**src/verilog/ifu_defs.svh**
```systemverilog
/*
 instruction fetch front end shared macros
 widths, reset vector, nop word and the opcodes predecode looks at
 */
`ifndef IFU_DEFS_SVH
`define IFU_DEFS_SVH

// bus and datapath widths
`define IFU_ADDR_W    32
`define IFU_DATA_W    32
`define IFU_SEL_W     4             // one select bit per byte lane

// first fetch address after reset
`define IFU_RESET_PC  32'h0000_0000

// addi x0, x0, 0
`define IFU_INST_NOP  32'h0000_0013

// major opcodes that carry an immediate in the i or s view
`define IFU_OPC_LOAD    7'b0000011
`define IFU_OPC_OP_IMM  7'b0010011
`define IFU_OPC_JALR    7'b1100111
`define IFU_OPC_STORE   7'b0100011

`endif

```
**src/verilog/ifu_pkg.sv**
```systemverilog
/*
 fetch front end types
 hold levels, instruction format views and the structs passed between stages
 */
`include "ifu_defs.svh"

package ifu_pkg;

    // ordered so a stage is held when level >= its own
    typedef enum logic [1:0] {
        HOLD_NONE = 2'd0,
        HOLD_PC   = 2'd1,
        HOLD_IF   = 2'd2,
        HOLD_ID   = 2'd3
    } hold_level_e;

    typedef struct packed {
        logic [6:0] funct7;
        logic [4:0] rs2;
        logic [4:0] rs1;
        logic [2:0] funct3;
        logic [4:0] rd;
        logic [6:0] opcode;
    } inst_r_t;

    typedef struct packed {
        logic [11:0] imm12;
        logic [4:0]  rs1;
        logic [2:0]  funct3;
        logic [4:0]  rd;
        logic [6:0]  opcode;
    } inst_i_t;

    typedef struct packed {
        logic [6:0] imm_hi;         // imm[11:5]
        logic [4:0] rs2;
        logic [4:0] rs1;
        logic [2:0] funct3;
        logic [4:0] imm_lo;         // imm[4:0]
        logic [6:0] opcode;
    } inst_s_t;

    // same 32 bit word, three decodings
    typedef union packed {
        inst_r_t r;
        inst_i_t i;
        inst_s_t s;
    } inst_u;

    typedef struct packed {
        logic                   valid;
        logic [`IFU_ADDR_W-1:0] addr;
        inst_u                  inst;
    } fetch_t;                      // 65 bits

    typedef struct packed {
        logic                   en;
        logic [`IFU_ADDR_W-1:0] target;
    } redirect_t;

    typedef struct packed {
        logic                   cyc;
        logic                   stb;
        logic                   we;
        logic [`IFU_ADDR_W-1:0] adr;
        logic [`IFU_SEL_W-1:0]  sel;
    } wb_req_t;

    typedef struct packed {
        logic                   valid;
        logic [`IFU_ADDR_W-1:0] pc;
        logic [6:0]             opcode;
        logic [4:0]             rd;
        logic [4:0]             rs1;
        logic [4:0]             rs2;
        logic [2:0]             funct3;
        logic [6:0]             funct7;
        logic [31:0]            imm;    // sign extended
    } predec_t;

endpackage

```
**src/verilog/ifu_pipe_ctrl.sv**
```systemverilog
/*
 pipeline control
 folds redirect and stall requests into a single hold level
 */
module ifu_pipe_ctrl (
    input  logic                    clk,
    input  logic                    rst_n_i,
    input  ifu_pkg::redirect_t      redirect_i,     // from execute
    input  logic                    stall_i,        // from later stages
    output ifu_pkg::hold_level_e    hold_level_o
);

    // redirect wins over stall
    always_comb begin
        if (redirect_i.en) begin
            hold_level_o = ifu_pkg::HOLD_ID;     // flush fetch and predecode
        end else if (stall_i) begin
            hold_level_o = ifu_pkg::HOLD_IF;     // freeze pc and fetch address
        end else begin
            hold_level_o = ifu_pkg::HOLD_NONE;
        end
    end

    // HOLD_PC is never raised here
    // an X on either request would otherwise slip through as a silent level
    a_level_legal: assert property (
        @(posedge clk) disable iff (!rst_n_i)
        !$isunknown(hold_level_o) &&
        (hold_level_o inside {ifu_pkg::HOLD_NONE, ifu_pkg::HOLD_IF, ifu_pkg::HOLD_ID})
    ) else $error("hold level left the legal set: %0d", hold_level_o);

endmodule

```
**src/verilog/ifu_pc_reg.sv**
```systemverilog
/*
 program counter
 reset vector, redirect load and +4 advance when a fetch response is consumed
 */
`include "ifu_defs.svh"

module ifu_pc_reg (
    input  logic                    clk,
    input  logic                    rst_n_i,
    input  ifu_pkg::hold_level_e    hold_level_i,
    input  ifu_pkg::redirect_t      redirect_i,
    input  logic                    consume_i,      // response taken by fetch stage
    output logic [`IFU_ADDR_W-1:0]  pc_o
);

    logic [`IFU_ADDR_W-1:0] pc_q;
    logic                   pc_hold;

    // same compare as every other stage
    assign pc_hold = (hold_level_i >= ifu_pkg::HOLD_PC);

    always_ff @(posedge clk) begin
        if (!rst_n_i) begin
            pc_q <= `IFU_RESET_PC;
        end else if (redirect_i.en) begin
            pc_q <= redirect_i.target;      // jump target, next cycle
        end else if (consume_i && !pc_hold) begin
            pc_q <= pc_q + `IFU_ADDR_W'd4;  // sequential
        end
    end

    assign pc_o = pc_q;

    // targets come from outside the front end
    // no compressed support so every fetch address must be word aligned
    a_pc_aligned: assert property (
        @(posedge clk) disable iff (!rst_n_i)
        pc_q[1:0] == 2'b00
    ) else $error("pc not word aligned: %h", pc_q);

endmodule

```
**src/verilog/ifu_wb_master.sv**
```systemverilog
/*
 wishbone classic instruction read master
 one read at a time, response held in rsp until the fetch stage takes it
 */
`include "ifu_defs.svh"

module ifu_wb_master (
    input  logic                    clk,
    input  logic                    rst_n_i,
    input  logic [`IFU_ADDR_W-1:0]  pc_i,
    input  ifu_pkg::redirect_t      redirect_i,
    input  logic                    consume_i,
    output ifu_pkg::wb_req_t        wb_req_o,
    input  logic [`IFU_DATA_W-1:0]  wb_dat_i,
    input  logic                    wb_ack_i,
    output ifu_pkg::fetch_t         rsp_o
);

    logic                   cyc_q;      // cyc and stb move together
    logic                   stale_q;    // pending cycle belongs to the old path
    logic [`IFU_ADDR_W-1:0] adr_q;
    logic                   ack_fire;
    logic                   ack_take;
    logic                   start;
    logic [`IFU_ADDR_W-1:0] next_adr;

    logic                   rsp_valid_q;
    logic [`IFU_ADDR_W-1:0] rsp_addr_q;
    ifu_pkg::inst_u         rsp_inst_q;

    assign ack_fire = cyc_q && wb_ack_i;
    assign ack_take = ack_fire && !stale_q && !redirect_i.en;  // drop old-path data

    // new cycle only from idle, and only if rsp frees up
    assign start = !cyc_q && (redirect_i.en || !rsp_valid_q || consume_i);

    // pc points at rsp while it is full, so step past it on consume
    always_comb begin
        if (redirect_i.en) begin
            next_adr = redirect_i.target;
        end else if (consume_i) begin
            next_adr = pc_i + `IFU_ADDR_W'd4;
        end else begin
            next_adr = pc_i;
        end
    end

    always_ff @(posedge clk) begin
        if (!rst_n_i) begin
            cyc_q   <= 1'b0;
            stale_q <= 1'b0;
        end else if (ack_fire) begin
            cyc_q   <= 1'b0;            // drop the cycle after ack
            stale_q <= 1'b0;
        end else if (start) begin
            cyc_q   <= 1'b1;
        end else if (cyc_q && redirect_i.en) begin
            stale_q <= 1'b1;            // must still finish the cycle
        end
    end

    always_ff @(posedge clk) begin
        if (start) begin
            adr_q <= next_adr;
        end
    end

    always_ff @(posedge clk) begin
        if (!rst_n_i) begin
            rsp_valid_q <= 1'b0;
        end else if (redirect_i.en) begin
            rsp_valid_q <= 1'b0;        // flushed
        end else if (ack_take) begin
            rsp_valid_q <= 1'b1;
        end else if (consume_i) begin
            rsp_valid_q <= 1'b0;
        end
    end

    // payload, no reset
    always_ff @(posedge clk) begin
        if (ack_take) begin
            rsp_addr_q <= adr_q;
            rsp_inst_q <= wb_dat_i;
        end
    end

    assign wb_req_o = '{cyc: cyc_q, stb: cyc_q, we: 1'b0, adr: adr_q, sel: '1};
    assign rsp_o    = '{valid: rsp_valid_q, addr: rsp_addr_q, inst: rsp_inst_q};

    a_stb_cyc: assert property (
        @(posedge clk) disable iff (!rst_n_i)
        wb_req_o.stb |-> wb_req_o.cyc
    ) else $error("wishbone stb without cyc");

    // the slave may stretch the cycle for any number of waits
    a_adr_hold: assert property (
        @(posedge clk) disable iff (!rst_n_i)
        wb_req_o.stb && !wb_ack_i |=> wb_req_o.stb && $stable(wb_req_o.adr)
    ) else $error("wishbone request changed before ack");

endmodule

```
**src/verilog/ifu_ifetch.sv**
```systemverilog
/*
 fetch stage register
 passes instruction and address to predecode, freezes under hold, emits nop bubbles
 */
`include "ifu_defs.svh"

module ifu_ifetch (
    input  logic                    clk,
    input  logic                    rst_n_i,
    input  ifu_pkg::hold_level_e    hold_level_i,
    input  ifu_pkg::fetch_t         rsp_i,          // from the bus master
    output ifu_pkg::fetch_t         fetch_o
);

    logic                   hold_en;
    logic                   hold_q;     // last edge did not load
    logic                   valid_q;
    logic [`IFU_ADDR_W-1:0] addr_q;
    ifu_pkg::inst_u         inst_q;

    assign hold_en = (hold_level_i >= ifu_pkg::HOLD_IF);

    always_ff @(posedge clk) begin
        if (!rst_n_i) begin
            hold_q  <= 1'b0;
            valid_q <= 1'b0;
        end else begin
            hold_q <= hold_en;
            if (!hold_en) begin
                valid_q <= rsp_i.valid;
            end
        end
    end

    // address and word stay together so they line up behind the bus response
    always_ff @(posedge clk) begin
        if (!hold_en) begin
            addr_q <= rsp_i.addr;
            inst_q <= rsp_i.inst;
        end
    end

    // frozen contents are shown once only, then masked
    always_comb begin
        fetch_o.addr  = addr_q;
        fetch_o.valid = valid_q && !hold_q;
        if (hold_q) begin
            fetch_o.inst = `IFU_INST_NOP;      // bubble
        end else begin
            fetch_o.inst = inst_q;
        end
    end

endmodule

```
**src/verilog/ifu_predecode.sv**
```systemverilog
/*
 predecode stage
 splits the instruction word into register, function and immediate fields
 */
`include "ifu_defs.svh"

module ifu_predecode (
    input  logic                    clk,
    input  logic                    rst_n_i,
    input  ifu_pkg::hold_level_e    hold_level_i,
    input  ifu_pkg::fetch_t         fetch_i,
    output ifu_pkg::predec_t        predec_o
);

    ifu_pkg::inst_u     word;
    ifu_pkg::predec_t   dec;
    ifu_pkg::predec_t   pd_q;       // payload only
    logic               valid_q;
    logic               flush;

    assign word  = fetch_i.inst;
    assign flush = (hold_level_i == ifu_pkg::HOLD_ID);

    always_comb begin
        dec.valid  = fetch_i.valid;
        dec.pc     = fetch_i.addr;
        dec.opcode = word.r.opcode;     // fixed positions in every format
        dec.rd     = word.r.rd;
        dec.rs1    = word.r.rs1;
        dec.rs2    = word.r.rs2;
        dec.funct3 = word.r.funct3;
        dec.funct7 = word.r.funct7;
        case (word.r.opcode)
            `IFU_OPC_OP_IMM, `IFU_OPC_LOAD, `IFU_OPC_JALR: begin
                dec.imm = {{20{word.i.imm12[11]}}, word.i.imm12};
            end
            `IFU_OPC_STORE: begin
                dec.imm = {{20{word.s.imm_hi[6]}}, word.s.imm_hi, word.s.imm_lo};
            end
            default: begin
                dec.imm = '0;           // no immediate handled here
            end
        endcase
    end

    always_ff @(posedge clk) begin
        if (!rst_n_i) begin
            valid_q <= 1'b0;
        end else begin
            valid_q <= fetch_i.valid && !flush;
        end
    end

    always_ff @(posedge clk) begin
        pd_q <= dec;
    end

    always_comb begin
        predec_o       = pd_q;
        predec_o.valid = valid_q;
    end

    // second cycle relies on the fetch stage bubble behind the flush
    a_flush_quiet: assert property (
        @(posedge clk) disable iff (!rst_n_i)
        flush |=> !predec_o.valid [*2]
    ) else $error("valid predecode output right after a flush");

endmodule

```
**src/verilog/ifu_top.sv**
```systemverilog
/*
 instruction fetch front end
 pipeline control, pc, wishbone master, fetch stage and predecode
 */
`include "ifu_defs.svh"

module ifu_top (
    input  logic                    clk,
    input  logic                    rst_n_i,
    input  ifu_pkg::redirect_t      redirect_i,
    input  logic                    stall_i,
    output ifu_pkg::wb_req_t        wb_req_o,
    input  logic [`IFU_DATA_W-1:0]  wb_dat_i,
    input  logic                    wb_ack_i,
    output ifu_pkg::predec_t        predec_o
);

    ifu_pkg::hold_level_e   hold_level;
    ifu_pkg::fetch_t        rsp;
    ifu_pkg::fetch_t        fetch;
    logic [`IFU_ADDR_W-1:0] pc;

    // response taken whenever the fetch stage is not held
    wire consume = rsp.valid && (hold_level < ifu_pkg::HOLD_IF);

    ifu_pipe_ctrl u_pipe_ctrl (
        .clk          (clk),
        .rst_n_i      (rst_n_i),
        .redirect_i   (redirect_i),
        .stall_i      (stall_i),
        .hold_level_o (hold_level)
    );

    ifu_pc_reg u_pc_reg (
        .clk          (clk),
        .rst_n_i      (rst_n_i),
        .hold_level_i (hold_level),
        .redirect_i   (redirect_i),
        .consume_i    (consume),
        .pc_o         (pc)
    );

    ifu_wb_master u_wb_master (
        .clk          (clk),
        .rst_n_i      (rst_n_i),
        .pc_i         (pc),
        .redirect_i   (redirect_i),
        .consume_i    (consume),
        .wb_req_o     (wb_req_o),
        .wb_dat_i     (wb_dat_i),
        .wb_ack_i     (wb_ack_i),
        .rsp_o        (rsp)
    );

    ifu_ifetch u_ifetch (
        .clk          (clk),
        .rst_n_i      (rst_n_i),
        .hold_level_i (hold_level),
        .rsp_i        (rsp),
        .fetch_o      (fetch)
    );

    ifu_predecode u_predecode (
        .clk          (clk),
        .rst_n_i      (rst_n_i),
        .hold_level_i (hold_level),
        .fetch_i      (fetch),
        .predec_o     (predec_o)
    );

endmodule

```
**config.mk**
```make
export PLATFORM = sky130hd
export DESIGN_NAME = ifu_top
export DESIGN_NICKNAME = d
export VERILOG_FILES = /design/src/verilog/ifu_pkg.sv /design/src/verilog/ifu_pipe_ctrl.sv /design/src/verilog/ifu_pc_reg.sv /design/src/verilog/ifu_wb_master.sv /design/src/verilog/ifu_ifetch.sv /design/src/verilog/ifu_predecode.sv /design/src/verilog/ifu_top.sv
export VERILOG_INCLUDE_DIRS = /design/src /design/src/verilog
export SDC_FILE = /design/constraint.sdc
export NUM_CORES = 1
export LEC_CHECK = 0
export ABC_CLOCK_PERIOD_IN_PS = 17450
export BUFFER_PORTS_ARGS = -buffer_cell sky130_fd_sc_hd__buf_2
export CAP_MARGIN = 5
export CORE_AREA = 2 2 145 147
export CTS_BUF_LIST = sky130_fd_sc_hd__clkbuf_8
export DETAILED_ROUTE_END_ITERATION = 16
export DIE_AREA = 0 0 147 149
export PLACE_DENSITY = 0.73
export SETUP_SLACK_MARGIN = 0.1
export SLEW_MARGIN = 20
export SYNTH_ARGS = -nofsm -noshare
export SYNTH_HDL_FRONTEND = slang
export SYNTH_HIERARCHICAL = 1
export SYNTH_SLANG_ARGS = --single-unit
```
**constraint.sdc**
```tcl
create_clock -name clk -period 17.45 [get_ports clk]
set_input_delay 3.49 -clock clk [delete_from_list [all_inputs] [get_ports clk]]
set_output_delay 3.49 -clock clk [all_outputs]
set_load 0.05 [all_outputs]
```
# Word level (Yosys, flattened, before mapping)
# Cells that the tools add are included.
[op_classes] addsub=1 magnitude_cmp=3 eq_ne=5 mux=10 n_bitwise=2 n_reduce_logical=24
[ops] operator="two-way mux 32 bit" n=5
[ops] operator="case mux 32 bit (2 select lines)" n=1
[ops] operator="adder 32 x 3 -> 32 bit (second input constant)" n=1
[ops] operator="logical AND 1 bit" n=9
[ops] operator="== test 7 x 2 -> 1 bit (second input constant)" n=1
[ops] operator="== test 7 x 5 -> 1 bit (second input constant)" n=1
[ops] operator="== test 7 x 6 -> 1 bit (second input constant)" n=1
[ops] operator="== test 7 bit (second input constant)" n=1
[ops] operator="logical NOT 1 bit" n=7
[ops] operator="two-way mux 2 bit" n=2
[ops] operator="nonzero test 2 bit" n=2
[ops] operator="OR reduction 2 bit" n=2
[ops] operator="OR reduction 3 bit" n=1
[ops] operator="== test 2 bit (second input constant)" n=1
[ops] operator=">= comparator 2 x 1 -> 1 bit (second input constant)" n=1
[ops] operator=">= comparator 2 bit (second input constant)" n=1
[ops] operator="logical OR 1 bit" n=2
[ops] operator="less-than comparator 2 bit (second input constant)" n=1
[ops] operator="two-way mux 1 bit" n=2
[ops] operator="inverter 1 bit" n=2
[ops] operator="AND reduction 2 bit" n=1
[totals] register_bits=294 in_bits=69 output_inout_bits=136 word_cells=65

# Longest topological paths before layout
# Gate-level depths: netlist (run 1).
[logic_depth] word_depth=8 depth_mapped=8 ltp_nobuf=7

# By module
# Netlist (run 1), hierarchy kept.
[by_module_without_submodules] module="ifu_wb_master" instances=1 cells_each=293 area_per_inst_um2=4100.2 seq_area_each_um2=2942.8
[by_module_without_submodules] module="ifu_ifetch" instances=1 cells_each=106 area_per_inst_um2=2215.9 seq_area_each_um2=1961.9
[by_module_without_submodules] module="ifu_predecode" instances=1 cells_each=120 area_per_inst_um2=1874.3 seq_area_each_um2=1541.5
[by_module_without_submodules] module="ifu_pc_reg" instances=1 cells_each=196 area_per_inst_um2=1762.9 seq_area_each_um2=640.6
[by_module_without_submodules] module="ifu_pipe_ctrl" instances=1 cells_each=2 area_per_inst_um2=13.8 seq_area_each_um2=0.0
[by_module_without_submodules] module="ifu_top" instances=1 cells_each=1 area_per_inst_um2=13.8 seq_area_each_um2=0.0

# Worst setup path after synthesis (run 1)
# No wires, ideal clock.
[synth_path] kind="input-to-reg" startpoint="in wb_ack_i" endpoint="reg u_wb_master.rsp_addr_q[0], enable pin" setup_ps=566 arrival_ps=7929 t_required_ps=16884 path_slack_ps=8955 stages=2 path_buffers=0 path_cell_list="nand2_1 -> nor3_1"
[synth_between] elab_chain_cells=3
[synth_lines] element="start, declared" line_no="ifu_top.sv:14" source="input logic wb_ack_i,"
[synth_lines] element="logical AND 1 bit" line_no="ifu_wb_master.sv:31" source="assign ack_fire = cyc_q && wb_ack_i;"
[synth_lines] element="logical AND 1 bit (2 in a row)" line_no="ifu_wb_master.sv:32" source="assign ack_take = ack_fire && !stale_q && !redirect_i.en;"
[synth_lines] element="via u_wb_master.ack_take" line_no="ifu_wb_master.sv:23" source="logic ack_take;"
[synth_lines] element="end signal, assigned" line_no="ifu_wb_master.sv:83" source="rsp_addr_q <= adr_q;"
[synth_lines] element="end, declared" line_no="ifu_wb_master.sv:28" source="logic [`IFU_ADDR_W-1:0] rsp_addr_q;"
# The timed path passes the listed nets, and every way through them passes these cells.
# A chain may end at the register's enable or synchronous reset.

# Final worst setup path (run 1)
[layout_path] startpoint="in redirect_i[32] in the netlist's numbering" endpoint="reg u_wb_master.adr_q[23] (data pin)"
[layout_between] elab_chain_cells=5
[layout_lines] element="start, declared" line_no="ifu_top.sv:10" source="input ifu_pkg::redirect_t redirect_i,"
[layout_lines] element="two-way mux 2 bit" line_no="ifu_pipe_ctrl.sv:15" source="if (redirect_i.en) begin"
[layout_lines] element="via hold_level[1]" line_no="ifu_top.sv:18" source="ifu_pkg::hold_level_e hold_level;"
[layout_lines] element="less-than comparator 2 bit" line_no="ifu_top.sv:24" source="wire consume = rsp.valid && (hold_level < ifu_pkg::HOLD_IF);"
[layout_lines] element="logical AND 1 bit" line_no="ifu_top.sv:24"
[layout_lines] element="via consume" line_no="ifu_top.sv:24"
[layout_lines] element="two-way mux 32 bit" line_no="ifu_wb_master.sv:41" source="end else if (consume_i) begin"
[layout_lines] element="two-way mux 32 bit" line_no="ifu_wb_master.sv:39" source="if (redirect_i.en) begin"
[layout_lines] element="via u_wb_master.next_adr[23]" line_no="ifu_wb_master.sv:25" source="logic [`IFU_ADDR_W-1:0] next_adr;"
[layout_lines] element="end signal, assigned" line_no="ifu_wb_master.sv:64" source="adr_q <= next_adr;"
[layout_lines] element="end, declared" line_no="ifu_wb_master.sv:21" source="logic [`IFU_ADDR_W-1:0] adr_q;"
# The timed path passes the listed nets, and every way through them passes these cells.

==> impl_metrics.env, run 1 <==
export IMPL_insertion_delay_ps=540
export IMPL_wl_met3_um=1490
export IMPL_synth_compound_area_share_pct=6.61
export IMPL_slowest_stage="or4_1"
export IMPL_synth_xor_area_share_pct=3.51
export IMPL_row_count=53
export IMPL_cts_buffers=43
export IMPL_yosys_top_cells_count="160 x edfxtp_1, 114 x dfxtp_1, 41 x nand2_1, 41 x o21ai_0, 33 x nor2b_1"
export IMPL_drtIter0Drc=406
export IMPL_holdBufCountCts=0
export IMPL_first_global_vias=5743
export IMPL_grt_pass1_wl_um=30500
export IMPL_highest_layer="met4"
export IMPL_ir_worst_vdd_mv=0.0600
export IMPL_r2r_cells=5
export IMPL_p_per_area_nw_per_um2=117
export IMPL_htreeDepth=2
export IMPL_clk_path_buf_depth=3
export IMPL_root_buffer="clkbuf_8"
export IMPL_cts_setup_buffers=0
export IMPL_ys_warnings_count=6
export IMPL_end_kind="register"
export IMPL_die_h_um=149
export IMPL_crit_top_cell="or4_1"
export IMPL_cts_sinks=274
export IMPL_core_um2=20600
export IMPL_synth_most_common_cell="edfxtp_1"
export IMPL_fill_cells=1653
export IMPL_synth_top_family_by_area="simple AND/OR/NAND/NOR gates"
export IMPL_grt_setup_unrepaired="no"
export IMPL_arrival_ps=6160
export IMPL_port_buffers=199
export IMPL_drt_met1_wl_um=8670
export IMPL_synthArstFlopShare_pct=0
export IMPL_grt_max_degree=66
export IMPL_drt_pass1_iter_count=5
export IMPL_die_width_um=147
export IMPL_status="finished clean"
export IMPL_synth_edf_count=160
export IMPL_crit_path_start_kind="input pin"
export IMPL_gp_congestion=0.839
export IMPL_holdPathStages=0
export IMPL_routedWlPerCell_um=16.4
export IMPL_synthesis_area_um2=9980
export IMPL_hold_path_startpoint="u_ifetch/addr_q[14]"
export IMPL_path_clk_slew_ps=60
export IMPL_finalSetupTns_ps=0
export IMPL_slowest_delay_ps=650
export IMPL_antenna_found_initial=0
export IMPL_max_freq_mhz=173
export IMPL_syn2layout_area_growth_pct=19.3
export IMPL_slew_headroom_pct=40.2
export IMPL_syn_avg_cell_area_um2=13.9
export IMPL_yosysTopAreaCellShare_pct=48.1
export IMPL_synth_seq_area_share_pct=71.0
export IMPL_synth_cell_types=61
export IMPL_tritoncts="yes"
export IMPL_post_route_drc_count=0
export IMPL_p_leak_nw=4.71
export IMPL_vias=6271
export IMPL_crit_path_max_fanout=54
export IMPL_layout_drive_gt1_share_pct=31.0
export IMPL_min_to="u_predecode/predec_o[78]"
export IMPL_ant_nets=0
export IMPL_worst_pin_slew_ps=897
export IMPL_post_dp_hpwl_um=13300
export IMPL_post_cts_resized=0
export IMPL_synth_area_leaders="edfxtp_1 48%, dfxtp_1 23%, buf_4 2.3%, nor2b_1 2.1%, o21ai_0 2.1%"
export IMPL_synth_seq_cells=274
export IMPL_vias_per_cell=5.12
export IMPL_ios=205
export IMPL_synth_fa_ha_area_share_pct=0.251
export IMPL_fin_cells=1224
export IMPL_layout_min_cycle_time_ps=5780
export IMPL_max_cap_violations=0
export IMPL_critPathKind="input pin to register"
export IMPL_synth_simple_gate_area_share_pct=13.9
export IMPL_timing_rr_end="u_wb_master/adr_q[26]"
export IMPL_muxShareOfSynthArea_pct=0.840
export IMPL_synth_flop_cell="edfxtp_1"
export IMPL_nets=985
export IMPL_drt_wl_total_um=20000
export IMPL_required_ps=17830
export IMPL_grt_overflow_total=0
export IMPL_path_cells="buf_2, buf_4, or2_1, nor2b_4, nand3_1, or4_1, or4_1, a31oi_1"
export IMPL_wl_met2_um=9380
export IMPL_grtUsageTotal_pct=17.9
export IMPL_dp_cells=1144
export IMPL_synthCells=718
export IMPL_finalHoldViolCount=0
export IMPL_reg2reg_slack_ps=15080
export IMPL_yosysTopAreaCell="edfxtp_1"
export IMPL_hold_class="register to register"
export IMPL_setup_viol_count_final=0
export IMPL_slew_violations=0
export IMPL_initial_core_util_pct=48.6
export IMPL_r2r_start="u_pc_reg/pc_o[2]"
export IMPL_finClkSkew_ps=25.5
export IMPL_fin_crit_sh_pct=33.1
export IMPL_antenna_cells=0
export IMPL_die_area_um2=21900
==> worst max path at each step <==
stage | from | end | cells past startpoint
finish | redirect_i[32] | u_wb_master/adr_q[23] | 8
global route | redirect_i[32] | u_wb_master/adr_q[23] | 8
CTS | redirect_i[32] | u_wb_master/adr_q[26] | 8
detailed placement | redirect_i[32] | u_wb_master/adr_q[23] | 8
global placement | redirect_i[32] | u_wb_master/adr_q[23] | 8
floorplan | wb_ack_i | u_wb_master/rsp_addr_q[0] | 2
==> cell type report <==
type / instances / area [µm²] / area share (%)
clock buffers: 51 / 702 / 5.89
clock inverters: 29 / 174 / 1.46
inverters: 9 / 33.8 / 0.284
multi-input cells: 382 / 2540 / 21.3
flip-flops and latches: 274 / 7090 / 59.5
well taps: 275 / 344 / 2.89
repair buffers: 204 / 1030 / 8.68
==> power by group <==
part	internal [mW]	leakage (nW)	switching [mW]
sequential	0.718	2.46	0.0227
combinational	0.0311	1.73	0.0941
clock	0.296	0.521	0.236
==> through the flow <==
stage | setup WS (ps) | power [mW] | instance area [µm²] | hold WS [ps] | util (%)
finish | 11670 | 1.40 | 11900 | 326 | 57.9
global route | 11510 | 1.46 | 11900 | 346 | 57.9
CTS | 11720 | 1.42 | 11900 | 318 | 57.9
global placement | 11230 | 0.878 | 11000 | 325 | 53.7
floorplan | 8960 | 0.842 | 9990 | 323 | -
detailed placement | 11140 | 0.880 | 11000 | 327 | 53.7
==> cells in the final DEF (no fill, tap or decap), drive strengths merged, types with 16 or more instances in the layout <==
| master | n |
|---|---|
| edfxtp | 160 |
| dfxtp | 114 |
| and3 | 16 |
| nand2 | 42 |
| a21oi | 25 |
| o21ai | 43 |
| nor2b | 34 |
| buf | 204 |
| nand3 | 20 |
| xor2 | 17 |
| inv | 29 |
| clkbuf | 51 |
| nor2 | 25 |
| nand4 | 22 |
| xnor2 | 23 |
==> routing by layer <==
metal  GRT usage [%]  vias to the layer above
li1                -                     3017
met1            24.2                     2928
met2            28.6                      281
met3            3.91                       45
met4            6.78                        0
met5               0                        -
==> cell families after synthesis <==
logic type      Yosys count
mux                       8
flops                   274
simple gates            220
buf+inv                  65
xor+xnor                 40
other cells               2
fa+ha+maj                 2
compound gates          107
==> critical path, delay by kind of cell <==
family	cells	cell delay, ps
simple gates	5	2070
buf+inv	2	370
compound gates	1	190
==> sequential cells by signal (all words and copies together), names as in the netlist <==
signal / count
u_pc_reg/pc_o: 32
u_wb_master/rsp_addr_q: 32
u_wb_master/rsp_valid_q: 1
u_predecode/predec_o: 76
u_ifetch/valid_q: 1
u_ifetch/addr_q: 32
u_wb_master/adr_q: 32
u_predecode/valid_q: 1
u_wb_master/stale_q: 1
u_ifetch/hold_q: 1
u_wb_master/cyc_q: 1
u_ifetch/inst_q: 32
u_wb_master/rsp_inst_q: 32
Power figures use the tool's default switching activity.
==> run 2: changes to the inputs <==
--- a/config.mk
+++ b/config.mk
@@ -6,7 +6,7 @@
 export SDC_FILE = /design/constraint.sdc
 export NUM_CORES = 1
 export LEC_CHECK = 0
-export ABC_CLOCK_PERIOD_IN_PS = 17450
+export ABC_CLOCK_PERIOD_IN_PS = 5700
 export BUFFER_PORTS_ARGS = -buffer_cell sky130_fd_sc_hd__buf_2
 export CAP_MARGIN = 5
 export CORE_AREA = 2 2 145 147
==> constraint.sdc (replaced) <==
create_clock -name clk -period 5.7 [get_ports clk]
set_input_delay 1.14 -clock clk [delete_from_list [all_inputs] [get_ports clk]]
set_output_delay 1.14 -clock clk [all_outputs]
set_load 0.05 [all_outputs]
==> run 2 against run 1 <==
Sequential share of layout area barely moved. Clock skew down 1.3 ps. Global-route usage fell by 0.18 points. Final cell count is essentially flat. First-iteration DRC count down 1.2%. Hold slack got worse by 1.4 ps. Count of clock-buffer cells in the layout did not move. Non-clock buffer count grew 1. Sequential power rose to 3.1 times the previous value.
==> impl_metrics.env, run 2 (synthesis results as in run 1) <==
export IMPL_final_util_pct=57.9
export IMPL_required_ps=5980
export IMPL_finalHoldViolCount=0
export IMPL_p_per_area_nw_per_um2=357
export IMPL_post_dp_hpwl_um=13600
export IMPL_core_um2=20600
export IMPL_clk_path_buf_depth=3
export IMPL_drtIter0Drc=401
export IMPL_end_kind="register"
export IMPL_cts_setup_buffers=0
export IMPL_grt_pass1_wl_um=30100
export IMPL_nets=986
export IMPL_post_cts_resized=0
export IMPL_row_count=53
export IMPL_crit_path_max_fanout=23
export IMPL_drt_wl_total_um=20000
export IMPL_slowest_stage="or4_4"
export IMPL_hold_class="register to register"
export IMPL_finalSetupTns_ps=0
export IMPL_grtUsageTotal_pct=17.7
export IMPL_cts_buffers=43
export IMPL_crit_family="simple AND/OR/NAND/NOR gates"
export IMPL_first_global_vias=5665
export IMPL_grt_overflow_total=0
export IMPL_worst_pin_slew_ps=907
export IMPL_tritoncts="yes"
export IMPL_crit_top_cell="o31a_1"
export IMPL_gp_congestion=0.852
export IMPL_insertion_delay_ps=530
export IMPL_crit_path_start_kind="input pin"
export IMPL_layout_min_cycle_time_ps=3190
export IMPL_ios=205
export IMPL_path_cells="buf_2, or2_1, nor2b_4, nand4_2, or4_4, o31a_1, o31a_1"
export IMPL_layout_common_cells="199 x buf_2, 160 x edfxtp_1, 114 x dfxtp_1"
export IMPL_holdWs_ps=324
export IMPL_ant_nets=0
export IMPL_cts_sinks=274
export IMPL_die_h_um=149
export IMPL_setup_viol_count_final=0
export IMPL_path_clk_slew_ps=60
export IMPL_fin_crit_sh_pct=56.0
export IMPL_p_leak_nw=4.71
export IMPL_drt_pass1_iter_count=5
export IMPL_max_freq_mhz=313
export IMPL_status="finished clean"
export IMPL_syn2layout_area_growth_pct=19.3
export IMPL_mostFrequentLayoutCell="buf_2"
export IMPL_crit_buf_inv=1
export IMPL_antenna_cells=0
export IMPL_post_route_drc_count=0
export IMPL_grt_max_degree=66
export IMPL_slew_violations=0
export IMPL_critPathKind="input pin to register"
export IMPL_initial_core_util_pct=48.6
export IMPL_vias_per_cell=5.13
export IMPL_layout_drive_gt1_share_pct=30.9
export IMPL_grt_setup_unrepaired="no"
export IMPL_routedWlPerCell_um=16.4
export IMPL_largest_reg_flops=76
export IMPL_slowest_delay_ps=580
export IMPL_finClkSkew_ps=24.2
export IMPL_die_width_um=147
export IMPL_max_cap_violations=0
export IMPL_port_buffers=199
export IMPL_antenna_found_initial=0
export IMPL_ir_worst_vdd_mv=0.216
export IMPL_holdBufCountCts=0
export IMPL_arrival_ps=3470
export IMPL_vias=6271
export IMPL_root_buffer="clkbuf_8"
export IMPL_die_area_um2=21900
export IMPL_slew_headroom_pct=39.5
export IMPL_htreeDepth=2
run 2: per-layer routing:
metal | up-vias | track usage, % | wire length (µm)
met5 | - | 0 | 0
met3 | 35 | 4.43 | 1560
li1 | 3009 | - | -
met4 | 0 | 6.06 | 391
met2 | 273 | 29.7 | 9670
met1 | 2954 | 22.7 | 8410
run 2: worst paths after layout:
check                                         from  depth (start not counted)                  endpoint  slack (ps)
worst min-delay path            u_ifetch/addr_q[6]                          0  u_predecode/predec_o[70]         320
worst max-delay path                redirect_i[32]                          7     u_wb_master/adr_q[28]        2510
worst max register to register    u_pc_reg/pc_o[2]                          5     u_wb_master/adr_q[28]        3380
worst min register to register  u_ifetch/addr_q[6]                          0  u_predecode/predec_o[70]         320
run 2: power breakdown:
group	internal [mW]	switching [mW]	leakage (nW)	total, mW
clock	0.901	0.704	0.511	1.61
combinational	0.0958	0.294	1.73	0.389
sequential	2.20	0.0640	2.46	2.26
run 2: cell type report:
type | count | area [µm²]
multi-input cells | 382 | 2540
clock inverters | 27 | 161
inverters | 9 | 33.8
clock buffers | 51 | 702
well taps | 275 | 344
fillers | 1652 | 8650
flip-flops and latches | 274 | 7090
repair buffers | 205 | 1040
run 2: per-stage QoR:
stage                     instance area (µm²)  cells  setup slack [ps]  power, mW
after global placement                  11000   1145              2040       2.69
after detailed placement                11000   1145              1980       2.69
after global routing                    11900   1223              2370       4.42
final                                   11900   1223              2510       4.26
after CTS                               11900   1223              2550       4.31
after floorplan                         10000    721              1540       2.58
run 2: worst reg2reg max path, cell delays in order (launching register included):
cell and delay (ps):
dfxtp_1 470, ha_1 250, nand4_2 200, or4_4 580, o31a_1 320, o31a_1 270
